### config.mk
export PLATFORM = sky130hd
export DESIGN_NAME = hart_ctrl_top
export DESIGN_NICKNAME = d
export VERILOG_FILES = /design/src/hart_ctrl_pkg.sv /design/src/hart_csr_pkg.sv /design/src/hart_ctrl_top.sv /design/src/hart_controller_fsm.sv /design/src/hart_cycle_counter.sv /design/src/hart_cs_registers.sv /design/src/hart_int_controller.sv
export SDC_FILE = /design/constraint.sdc
export NUM_CORES = 1
export LEC_CHECK = 0
export BUFFER_PORTS_ARGS = -buffer_cell sky130_fd_sc_hd__buf_2
export CAP_MARGIN = 20
export CORE_UTILIZATION = 52
export CTS_CLUSTER_SIZE = 24
export DETAILED_ROUTE_END_ITERATION = 16
export PLACE_DENSITY = 0.84
export SYNTH_ARGS = -nofsm -noshare
export SYNTH_HDL_FRONTEND = slang
export SYNTH_SLANG_ARGS = --single-unit
### constraint.sdc
create_clock -name clk_i -period 2.1 [get_ports clk_i]
set_input_delay 0.21 -clock clk_i [delete_from_list [all_inputs] [get_ports clk_i]]
set_output_delay 0.21 -clock clk_i [all_outputs]
set_load 0.01 [all_outputs]
### src/hart_ctrl_pkg.sv
package hart_ctrl_pkg;

  ////////////////////////////////////////////////////////////////////////////
  // Interrupt identification
  ////////////////////////////////////////////////////////////////////////////

  // 32 interrupt lines need a 5 bit number
  localparam int IRQ_ID_W = 5;

  typedef logic [IRQ_ID_W-1:0] irq_id_t;

  ////////////////////////////////////////////////////////////////////////////
  // Controller FSM
  ////////////////////////////////////////////////////////////////////////////

  typedef enum logic [1:0] {
    RESET,
    BOOT_WAIT,
    ACTIVE,
    SLEEP
  } ctrl_state_e;

  // Interrupt controller to FSM
  typedef struct packed {
    logic    req;
    irq_id_t id;
    logic    wakeup;
  } irq_ctrl_t;

  // FSM to CSRs, counter and top outputs
  typedef struct packed {
    logic    irq_take;
    irq_id_t irq_id;
    logic    sleeping;
    logic    active;
  } ctrl_fsm_t;

endpackage

### src/hart_csr_pkg.sv
package hart_csr_pkg;

  ////////////////////////////////////////////////////////////////////////////
  // CSR widths and types
  ////////////////////////////////////////////////////////////////////////////

  localparam int CSR_ADDR_W = 12;
  localparam int CSR_DATA_W = 32;

  typedef logic [CSR_ADDR_W-1:0] csr_addr_t;
  typedef logic [CSR_DATA_W-1:0] csr_data_t;

  ////////////////////////////////////////////////////////////////////////////
  // Machine-mode CSR map
  ////////////////////////////////////////////////////////////////////////////

  localparam csr_addr_t CSR_MSTATUS = 12'h300;
  localparam csr_addr_t CSR_MIE     = 12'h304;
  localparam csr_addr_t CSR_MIP     = 12'h344;
  localparam csr_addr_t CSR_MCYCLE  = 12'hB00;

  // mstatus fields kept by this hart
  localparam int MSTATUS_MIE_BIT  = 3;
  localparam int MSTATUS_MPIE_BIT = 7;

  // Interrupt bit positions shared by mie and mip
  localparam int IRQ_SOFT_BIT  = 3;
  localparam int IRQ_TIMER_BIT = 7;
  localparam int IRQ_EXT_BIT   = 11;

  // Fast interrupt range, highest number wins
  localparam int IRQ_FAST_LO = 16;
  localparam int IRQ_FAST_HI = 31;

  // Software, timer, external and all sixteen fast lines
  localparam csr_data_t IRQ_MASK = 32'hFFFF_0888;

endpackage
### src/hart_ctrl_top.sv
`timescale 1ns/1ps

module hart_ctrl_top (
  input  logic                       clk_i,
  input  logic                       rst_i,

  // CSR access
  input  logic                       csr_we_i,
  input  hart_csr_pkg::csr_addr_t    csr_addr_i,
  input  hart_csr_pkg::csr_data_t    csr_wdata_i,
  output hart_csr_pkg::csr_data_t    csr_rdata_o,

  // Interrupt levels
  input  logic [31:0]                irq_i,

  // Core control and retired instructions
  input  logic                       fetch_enable_i,
  input  logic                       wfi_i,
  input  logic                       mret_i,

  // Status
  output logic                       irq_ack_o,
  output hart_ctrl_pkg::irq_id_t     irq_id_o,
  output logic                       core_sleep_o,
  output logic                       active_o
);

  hart_csr_pkg::csr_data_t  mip;
  hart_csr_pkg::csr_data_t  mie;
  logic                     mstatus_mie;
  hart_csr_pkg::csr_data_t  mcycle;
  logic                     mcycle_we;
  hart_csr_pkg::csr_data_t  mcycle_wdata;
  hart_ctrl_pkg::irq_ctrl_t irq_ctrl;
  hart_ctrl_pkg::ctrl_fsm_t ctrl_fsm;

  ////////////////////////////////////////////////////////////////////////////
  // Interrupt controller
  ////////////////////////////////////////////////////////////////////////////

  hart_int_controller int_controller_i (
    .clk_i         ( clk_i       ),
    .rst_i         ( rst_i       ),
    .irq_i         ( irq_i       ),
    .mie_i         ( mie         ),
    .mstatus_mie_i ( mstatus_mie ),
    .mip_o         ( mip         ),
    .irq_ctrl_o    ( irq_ctrl    )
  );

  ////////////////////////////////////////////////////////////////////////////
  // CSRs and mcycle
  ////////////////////////////////////////////////////////////////////////////

  hart_cs_registers cs_registers_i (
    .clk_i          ( clk_i        ),
    .rst_i          ( rst_i        ),
    .csr_we_i       ( csr_we_i     ),
    .csr_addr_i     ( csr_addr_i   ),
    .csr_wdata_i    ( csr_wdata_i  ),
    .csr_rdata_o    ( csr_rdata_o  ),
    .mret_i         ( mret_i       ),
    .ctrl_fsm_i     ( ctrl_fsm     ),
    .mip_i          ( mip          ),
    .mcycle_i       ( mcycle       ),
    .mie_o          ( mie          ),
    .mstatus_mie_o  ( mstatus_mie  ),
    .mcycle_we_o    ( mcycle_we    ),
    .mcycle_wdata_o ( mcycle_wdata )
  );

  hart_cycle_counter cycle_counter_i (
    .clk_i      ( clk_i        ),
    .rst_i      ( rst_i        ),
    .ctrl_fsm_i ( ctrl_fsm     ),
    .we_i       ( mcycle_we    ),
    .wdata_i    ( mcycle_wdata ),
    .count_o    ( mcycle       )
  );

  ////////////////////////////////////////////////////////////////////////////
  // Controller
  ////////////////////////////////////////////////////////////////////////////

  hart_controller_fsm controller_i (
    .clk_i          ( clk_i          ),
    .rst_i          ( rst_i          ),
    .fetch_enable_i ( fetch_enable_i ),
    .wfi_i          ( wfi_i          ),
    .irq_ctrl_i     ( irq_ctrl       ),
    .ctrl_fsm_o     ( ctrl_fsm       )
  );

  // Status outputs straight from the controller struct
  assign irq_ack_o    = ctrl_fsm.irq_take;
  assign irq_id_o     = ctrl_fsm.irq_id;
  assign core_sleep_o = ctrl_fsm.sleeping;
  assign active_o     = ctrl_fsm.active;

endmodule

### src/hart_controller_fsm.sv
`timescale 1ns/1ps

module hart_controller_fsm (
  input  logic                       clk_i,
  input  logic                       rst_i,

  // Core control
  input  logic                       fetch_enable_i,
  input  logic                       wfi_i,

  // From interrupt controller
  input  hart_ctrl_pkg::irq_ctrl_t   irq_ctrl_i,

  output hart_ctrl_pkg::ctrl_fsm_t   ctrl_fsm_o
);

  hart_ctrl_pkg::ctrl_state_e state_q;
  hart_ctrl_pkg::ctrl_state_e state_d;
  logic                       take_d;
  logic                       irq_take_q;
  hart_ctrl_pkg::irq_id_t     irq_id_q;

  ////////////////////////////////////////////////////////////////////////////
  // Next state
  ////////////////////////////////////////////////////////////////////////////

  always_comb begin
    state_d = state_q;
    take_d  = 1'b0;
    case (state_q)
      hart_ctrl_pkg::RESET: begin
        state_d = hart_ctrl_pkg::BOOT_WAIT;
      end
      hart_ctrl_pkg::BOOT_WAIT: begin
        if (fetch_enable_i) begin
          state_d = hart_ctrl_pkg::ACTIVE;
        end
      end
      hart_ctrl_pkg::ACTIVE: begin
        // Pending interrupt beats wfi in the same cycle
        if (irq_ctrl_i.req) begin
          take_d = 1'b1;
        end else if (wfi_i) begin
          state_d = hart_ctrl_pkg::SLEEP;
        end
      end
      hart_ctrl_pkg::SLEEP: begin
        // Any enabled pending line wakes, MIE or not
        if (irq_ctrl_i.wakeup) begin
          state_d = hart_ctrl_pkg::ACTIVE;
        end
      end
      default: begin
        state_d = hart_ctrl_pkg::RESET;
      end
    endcase
  end

  ////////////////////////////////////////////////////////////////////////////
  // State and acknowledge registers
  ////////////////////////////////////////////////////////////////////////////

  always_ff @(posedge clk_i) begin
    if (rst_i) begin
      state_q    <= hart_ctrl_pkg::RESET;
      irq_take_q <= 1'b0;
    end else begin
      state_q    <= state_d;
      irq_take_q <= take_d;
    end
  end

  // ID captured together with the take
  always_ff @(posedge clk_i) begin
    if (take_d) begin
      irq_id_q <= irq_ctrl_i.id;
    end
  end

  assign ctrl_fsm_o.irq_take = irq_take_q;
  assign ctrl_fsm_o.irq_id   = irq_id_q;
  assign ctrl_fsm_o.sleeping = (state_q == hart_ctrl_pkg::SLEEP);
  assign ctrl_fsm_o.active   = (state_q == hart_ctrl_pkg::ACTIVE);

  // MIE is already clear in the ack cycle, so no back-to-back take
  a_take_active: assert property (@(posedge clk_i) disable iff (rst_i)
    take_d |-> !irq_take_q);

endmodule

### src/hart_cycle_counter.sv
`timescale 1ns/1ps

module hart_cycle_counter (
  input  logic                       clk_i,
  input  logic                       rst_i,

  // Hart state from controller
  input  hart_ctrl_pkg::ctrl_fsm_t   ctrl_fsm_i,

  // Software load through mcycle
  input  logic                       we_i,
  input  hart_csr_pkg::csr_data_t    wdata_i,

  output hart_csr_pkg::csr_data_t    count_o
);

  hart_csr_pkg::csr_data_t count_q;

  // Load wins over the increment
  always_ff @(posedge clk_i) begin
    if (rst_i) begin
      count_q <= '0;
    end else if (we_i) begin
      count_q <= wdata_i;
    end else if (ctrl_fsm_i.active) begin
      // Wraps silently at 2^32
      count_q <= count_q + 1'b1;
    end
  end

  assign count_o = count_q;

  // Sleep freezes the count unless software loads it
  a_hold_in_sleep: assert property (@(posedge clk_i) disable iff (rst_i)
    (ctrl_fsm_i.sleeping && !we_i) |=> (count_q == $past(count_q)));

endmodule

### src/hart_cs_registers.sv
`timescale 1ns/1ps

module hart_cs_registers (
  input  logic                       clk_i,
  input  logic                       rst_i,

  // Software CSR port
  input  logic                       csr_we_i,
  input  hart_csr_pkg::csr_addr_t    csr_addr_i,
  input  hart_csr_pkg::csr_data_t    csr_wdata_i,
  output hart_csr_pkg::csr_data_t    csr_rdata_o,

  // Retired mret
  input  logic                       mret_i,

  // From controller FSM
  input  hart_ctrl_pkg::ctrl_fsm_t   ctrl_fsm_i,

  // Read-only sources
  input  hart_csr_pkg::csr_data_t    mip_i,
  input  hart_csr_pkg::csr_data_t    mcycle_i,

  // To interrupt controller
  output hart_csr_pkg::csr_data_t    mie_o,
  output logic                       mstatus_mie_o,

  // To cycle counter
  output logic                       mcycle_we_o,
  output hart_csr_pkg::csr_data_t    mcycle_wdata_o
);

  logic                    mstatus_mie_q;
  logic                    mstatus_mpie_q;
  logic                    mstatus_mie;
  logic                    mstatus_mpie;
  hart_csr_pkg::csr_data_t mie_q;
  logic                    wr_mstatus;
  logic                    wr_mie;

  ////////////////////////////////////////////////////////////////////////////
  // Write decode
  ////////////////////////////////////////////////////////////////////////////

  assign wr_mstatus  = csr_we_i && (csr_addr_i == hart_csr_pkg::CSR_MSTATUS);
  assign wr_mie      = csr_we_i && (csr_addr_i == hart_csr_pkg::CSR_MIE);
  assign mcycle_we_o = csr_we_i && (csr_addr_i == hart_csr_pkg::CSR_MCYCLE);

  assign mcycle_wdata_o = csr_wdata_i;

  // In the ack cycle the hart already sees the trap view of mstatus
  // MIE reads clear and MPIE holds the old MIE
  assign mstatus_mie  = ctrl_fsm_i.irq_take ? 1'b0 : mstatus_mie_q;
  assign mstatus_mpie = ctrl_fsm_i.irq_take ? mstatus_mie_q : mstatus_mpie_q;

  ////////////////////////////////////////////////////////////////////////////
  // mstatus and mie
  ////////////////////////////////////////////////////////////////////////////

  // Take beats mret, mret beats a software write
  always_ff @(posedge clk_i) begin
    if (rst_i) begin
      mstatus_mie_q  <= 1'b0;
      mstatus_mpie_q <= 1'b0;
    end else if (ctrl_fsm_i.irq_take) begin
      mstatus_mpie_q <= mstatus_mie_q;
      mstatus_mie_q  <= 1'b0;
    end else if (mret_i) begin
      mstatus_mie_q  <= mstatus_mpie_q;
      mstatus_mpie_q <= 1'b1;
    end else if (wr_mstatus) begin
      // Only MIE and MPIE are writable
      mstatus_mie_q  <= csr_wdata_i[hart_csr_pkg::MSTATUS_MIE_BIT];
      mstatus_mpie_q <= csr_wdata_i[hart_csr_pkg::MSTATUS_MPIE_BIT];
    end
  end

  always_ff @(posedge clk_i) begin
    if (rst_i) begin
      mie_q <= '0;
    end else if (wr_mie) begin
      mie_q <= csr_wdata_i & hart_csr_pkg::IRQ_MASK;
    end
  end

  ////////////////////////////////////////////////////////////////////////////
  // Read mux
  ////////////////////////////////////////////////////////////////////////////

  always_comb begin
    csr_rdata_o = '0;
    case (csr_addr_i)
      hart_csr_pkg::CSR_MSTATUS: begin
        csr_rdata_o[hart_csr_pkg::MSTATUS_MIE_BIT]  = mstatus_mie;
        csr_rdata_o[hart_csr_pkg::MSTATUS_MPIE_BIT] = mstatus_mpie;
      end
      hart_csr_pkg::CSR_MIE:    csr_rdata_o = mie_q;
      hart_csr_pkg::CSR_MIP:    csr_rdata_o = mip_i;
      hart_csr_pkg::CSR_MCYCLE: csr_rdata_o = mcycle_i;
      // Unknown addresses read zero
      default:                  csr_rdata_o = '0;
    endcase
  end

  assign mie_o         = mie_q;
  assign mstatus_mie_o = mstatus_mie;

  // No unimplemented enable bit may ever be set
  a_mie_masked: assert property (@(posedge clk_i) disable iff (rst_i)
    (mie_q & ~hart_csr_pkg::IRQ_MASK) == '0);

endmodule

### src/hart_int_controller.sv
`timescale 1ns/1ps

module hart_int_controller (
  input  logic                       clk_i,
  input  logic                       rst_i,

  // Raw interrupt levels
  input  logic [31:0]                irq_i,

  // From CSRs
  input  hart_csr_pkg::csr_data_t    mie_i,
  input  logic                       mstatus_mie_i,

  // Back to CSRs for mip reads
  output hart_csr_pkg::csr_data_t    mip_o,

  // To controller FSM
  output hart_ctrl_pkg::irq_ctrl_t   irq_ctrl_o
);

  hart_csr_pkg::csr_data_t mip_q;
  hart_csr_pkg::csr_data_t pending;
  hart_ctrl_pkg::irq_id_t  irq_id;
  logic                    wakeup;

  // Sample lines once per cycle, unimplemented bits dropped
  always_ff @(posedge clk_i) begin
    if (rst_i) begin
      mip_q <= '0;
    end else begin
      mip_q <= irq_i & hart_csr_pkg::IRQ_MASK;
    end
  end

  assign pending = mip_q & mie_i;
  assign wakeup  = |pending;

  // Lowest priority first, later hits override
  always_comb begin
    irq_id = '0;
    if (pending[hart_csr_pkg::IRQ_TIMER_BIT]) begin
      irq_id = hart_ctrl_pkg::irq_id_t'(hart_csr_pkg::IRQ_TIMER_BIT);
    end
    if (pending[hart_csr_pkg::IRQ_SOFT_BIT]) begin
      irq_id = hart_ctrl_pkg::irq_id_t'(hart_csr_pkg::IRQ_SOFT_BIT);
    end
    if (pending[hart_csr_pkg::IRQ_EXT_BIT]) begin
      irq_id = hart_ctrl_pkg::irq_id_t'(hart_csr_pkg::IRQ_EXT_BIT);
    end
    // Fast lines on top, 31 highest
    for (int i = hart_csr_pkg::IRQ_FAST_LO; i <= hart_csr_pkg::IRQ_FAST_HI; i++) begin
      if (pending[i]) begin
        irq_id = hart_ctrl_pkg::irq_id_t'(i);
      end
    end
  end

  assign mip_o             = mip_q;
  assign irq_ctrl_o.wakeup = wakeup;
  // Wakeup ignores MIE, the request does not
  assign irq_ctrl_o.req    = wakeup & mstatus_mie_i;
  assign irq_ctrl_o.id     = irq_id;

  // Chosen ID must name a pending and enabled line
  a_id_pending: assert property (@(posedge clk_i) disable iff (rst_i)
    irq_ctrl_o.req |-> pending[irq_ctrl_o.id]);

endmodule

==> flow_summary.json <==
{
  "p_clk_share_pct": 37.6,
  "syn-num-nets": 590,
  "grt_setup_unrepaired": "no",
  "die_h_um": 92.1,
  "drtAntennaViolNets": 0,
  "start_kind": "flop",
  "path_cells": "and4_4 > nand3_4 > buf_4 > nor3_1 > a31o_2 > a31oi_1",
  "grt_usage_pct": 28.1,
  "netlist_area_um2": 4220,
  "met2_usage_pct": 44.6,
  "grt_max_degree": 54,
  "routed_wl_um": 11700,
  "rrSetupSlack_ns": 0.1,
  "met3_usage_pct": 3.98,
  "syn2layout_area_growth_pct": 21.6,
  "worst_pin_slew_ns": 0.673,
  "final_common_cell": "buf_2",
  "cts_tree": "yes",
  "grt_antenna_before_repair": 0,
  "first_pass_iters": 5,
  "n_antenna_cell": 0,
  "cp_max_fo": 13,
  "synth-async-reset-ratio_pct": 0,
  "cts-hold-fix-buffers": 0,
  "synth_compound_area_share_pct": 17.7,
  "synth.top_cell.area_share_pct": 35.6,
  "fin_skew_ns": 0.00994,
  "start_util_pct": 54.3,
  "comb_power_share_pct": 7.8,
  "ys_seq_area_share_pct": 39.2,
  "grt_pass1_vias": 3832,
  "hold_viol": 0,
  "vias_per_cell": 5.68,
  "hold_class": "in2reg",
  "holdPathEnd": "int_controller_i.mip_o[27]",
  "synth_edf_count": 5,
  "fp.coreArea_um2": 7770,
  "synth-adder-area-share_pct": 0.297,
  "clk_pin_slew_ns": 0.08,
  "synth_cell_types": 55,
  "h-tree-depth": 3,
  "status": "complete, no violations",
  "sw_frac_of_total_pct": 23.9,
  "p_leak_nw": 1.98,
  "crit_buf_inv": 1,
  "pwr-share-seq_pct": 54.6,
  "drt_iter0_drc": 370,
  "whs_path_depth": 2,
  "grt.busiest_layer": "met2",
  "grt_overflow": 0,
  "endpoint_kind": "flop",
  "final_cell_area_um2": 5130,
  "num-nets-final": 701,
  "power_density_nw_per_um2": 567,
  "syn_avg_cell_area_um2": 8.32,
  "relSlewSlack_pct": 55.1,
  "max_freq_mhz": 499,
  "post-route-period-util_pct": 95.4,
  "crit_required_ns": 2.33,
  "grt_util_met1_pct": 37.7,
  "rows": 32,
  "clock_latency_ns": 0.35,
  "place.gp.congestion": 0.986,
  "r2r-start": "cycle_counter_i.count_o[3]",
  "synth_flop_cell": "dfxtp_1",
  "routedWlPerCell_um": 16.1,
  "timing.final.ws_setup_ns": 0.0972,
  "cts_buffer_depth": 2,
  "maxSlewViolCount": 0,
  "critPathKind": "reg2reg",
  "finalSetupViolCount": 0,
  "period_minus_slack_ns": 2.00,
  "die-area_um2": 8470,
  "cts_buffers": 9,
  "drc": 0,
  "post-synth-top-area-cell": "dfxtp_1",
  "fillCellCount": 671,
  "synthXorXnorAreaFrac_pct": 5.61,
  "drive_gt1_share_pct": 25.0,
  "postPlaceCellArea_um2": 4930,
  "synth_top_family_by_area": "simple AND/OR/NAND/NOR gates",
  "synth-simple-area-share_pct": 27.9,
  "r2r_end": "cycle_counter_i.count_o[29]",
  "muxShareOfSynthArea_pct": 5.49,
  "irDropWorstVdd_mv": 0.390,
  "cp_slowest_cell": "nor3_1",
  "yosysWarnings": 0,
  "hp-start": "irq_i[27]",
  "finalSetupTns_ns": 0,
  "fp.dieW_um": 92.1,
  "post-place-ws_ns": 0.0561,
  "pin_count": 122,
  "crit_arrival_ns": 2.24,
  "maxCapViolCount": 0,
  "synth_cells": 507,
  "p_int_mw": 2.21,
  "ff2ff_path_depth": 6,
  "grt_pass1_wl_um": 18600,
  "worst_path_dominant_cell_family": "simple AND/OR/NAND/NOR gates",
  "dpl.hpwl_um": 8790,
  "synth-seq-cells": 80,
  "io_buffers": 108,
  "p_sw_mw": 0.693,
  "num_vias": 4116,
  "fin_hold_ws_ns": 0.0617,
  "slowest_delay_ns": 0.45,
  "cts_root_buf": "clkbuf_8",
  "cts_sinks": 80,
  "layout_common_cells": "buf_2 (108), nand2_1 (79), dfxtp_1 (75)",
  "synth_area_leaders": "dfxtp_1 (36%), nand2_1 (7.0%), mux2i_1 (5.2%)"
}
cell usage after synthesis, drive strengths merged, types with 6 or more instances:
master  instances
nand2          79
dfxtp          75
o21ai          44
a21oi          41
nor2b          26
mux2i          22
nor2           21
xnor2          20
clkbuf         19
and2           15
nand3          15
a211oi         12
nand4          12
nor3           11
nor4           11
inv            10
buf             8
and3            7
xor2            7
a22oi           6
layout make-up:
class                           count  area [µm²]  area share (%)
Inverter                           10        37.5           0.732
Clock buffer                       10         128            2.49
Multi-Input combinational cell    390        2430            47.3
Clock inverter                      6        60.1            1.17
Sequential cell                    80        1650            32.2
Tap cell                          102         128            2.49
Timing Repair Buffer              127         696            13.6
how the worst max path moves through the flow:
stage | startpoint | to | cells past startpoint | slack (ns)
finish | cycle_counter_i.count_o[3] | cycle_counter_i.count_o[29] | 6 | 0.1
CTS | controller_i.state_q[1] | cycle_counter_i.count_o[28] | 5 | 0.05
floorplan | csr_addr_i[5] | csr_rdata_o[16] | 6 | 0.39
global route | csr_addr_i[5] | csr_rdata_o[16] | 8 | 0.02
global placement | controller_i.state_q[1] | cycle_counter_i.count_o[28] | 5 | 0.13
detailed placement | controller_i.state_q[1] | cycle_counter_i.count_o[28] | 5 | 0.06
metrics by stage:
stage	power, mW	util (%)	instances
2_1_floorplan	1.72	-	507
4_1_cts	2.92	65.9	725
3_5_place_dp	1.85	63.4	709
6_report	2.91	66.0	725
5_1_grt	3.02	66.0	725
3_3_place_gp	1.84	63.4	709
timing repair:
item | in CTS | in global routing
gates resized for setup | 0 | 2
endpoints found under the hold margin | 0 | 0
endpoints found under the setup margin | 0 | 5
setup buffers | 0 | 0
worst reg2reg max path, cell delays in order (launching register included):
cell	delay [ns]
dfxtp_1	0.44
and4_4	0.30
nand3_4	0.16
buf_4	0.22
nor3_1	0.45
a31o_2	0.25
a31oi_1	0.08
sequential cells by signal, indices dropped and copies added (netlist names):
| name | count |
|---|---|
| controller_i.irq_take_q | 1 |
| controller_i.state_q | 2 |
| controller_i.irq_id_q | 5 |
| int_controller_i.mip_o | 19 |
| cs_registers_i.mstatus_mpie_q | 1 |
| cs_registers_i.mstatus_mie_q | 1 |
| cs_registers_i.mie_o | 19 |
| cycle_counter_i.count_o | 32 |
logic make-up after synthesis:
family	count (synthesis)
and+or+nand+nor	215
buffers and inverters	37
adders and majority gates	1
muxes	23
AOI/OAI and AO/OA	124
DFF	80
xor gates and xnor gates	27
routing by layer:
metal  share of wire [%]  wire (µm)  up-vias
met3                 5.2        602       34
met4                 3.5        405        0
met5                   0          0        -
li1                    -          -     2037
met2                  46       5330      176
met1                  46       5310     1869
power groups by stage:
stage / clock network (mW) / logic (mW) / registers, mW
3_3_place_gp: 0 / 0.223 / 1.62
4_1_cts: 1.11 / 0.226 / 1.59
6_report: 1.09 / 0.228 / 1.59
2_1_floorplan: 0 / 0.107 / 1.62
5_1_grt: 1.18 / 0.249 / 1.59
3_5_place_dp: 0 / 0.225 / 1.62
Power figures use the tool's default switching activity.
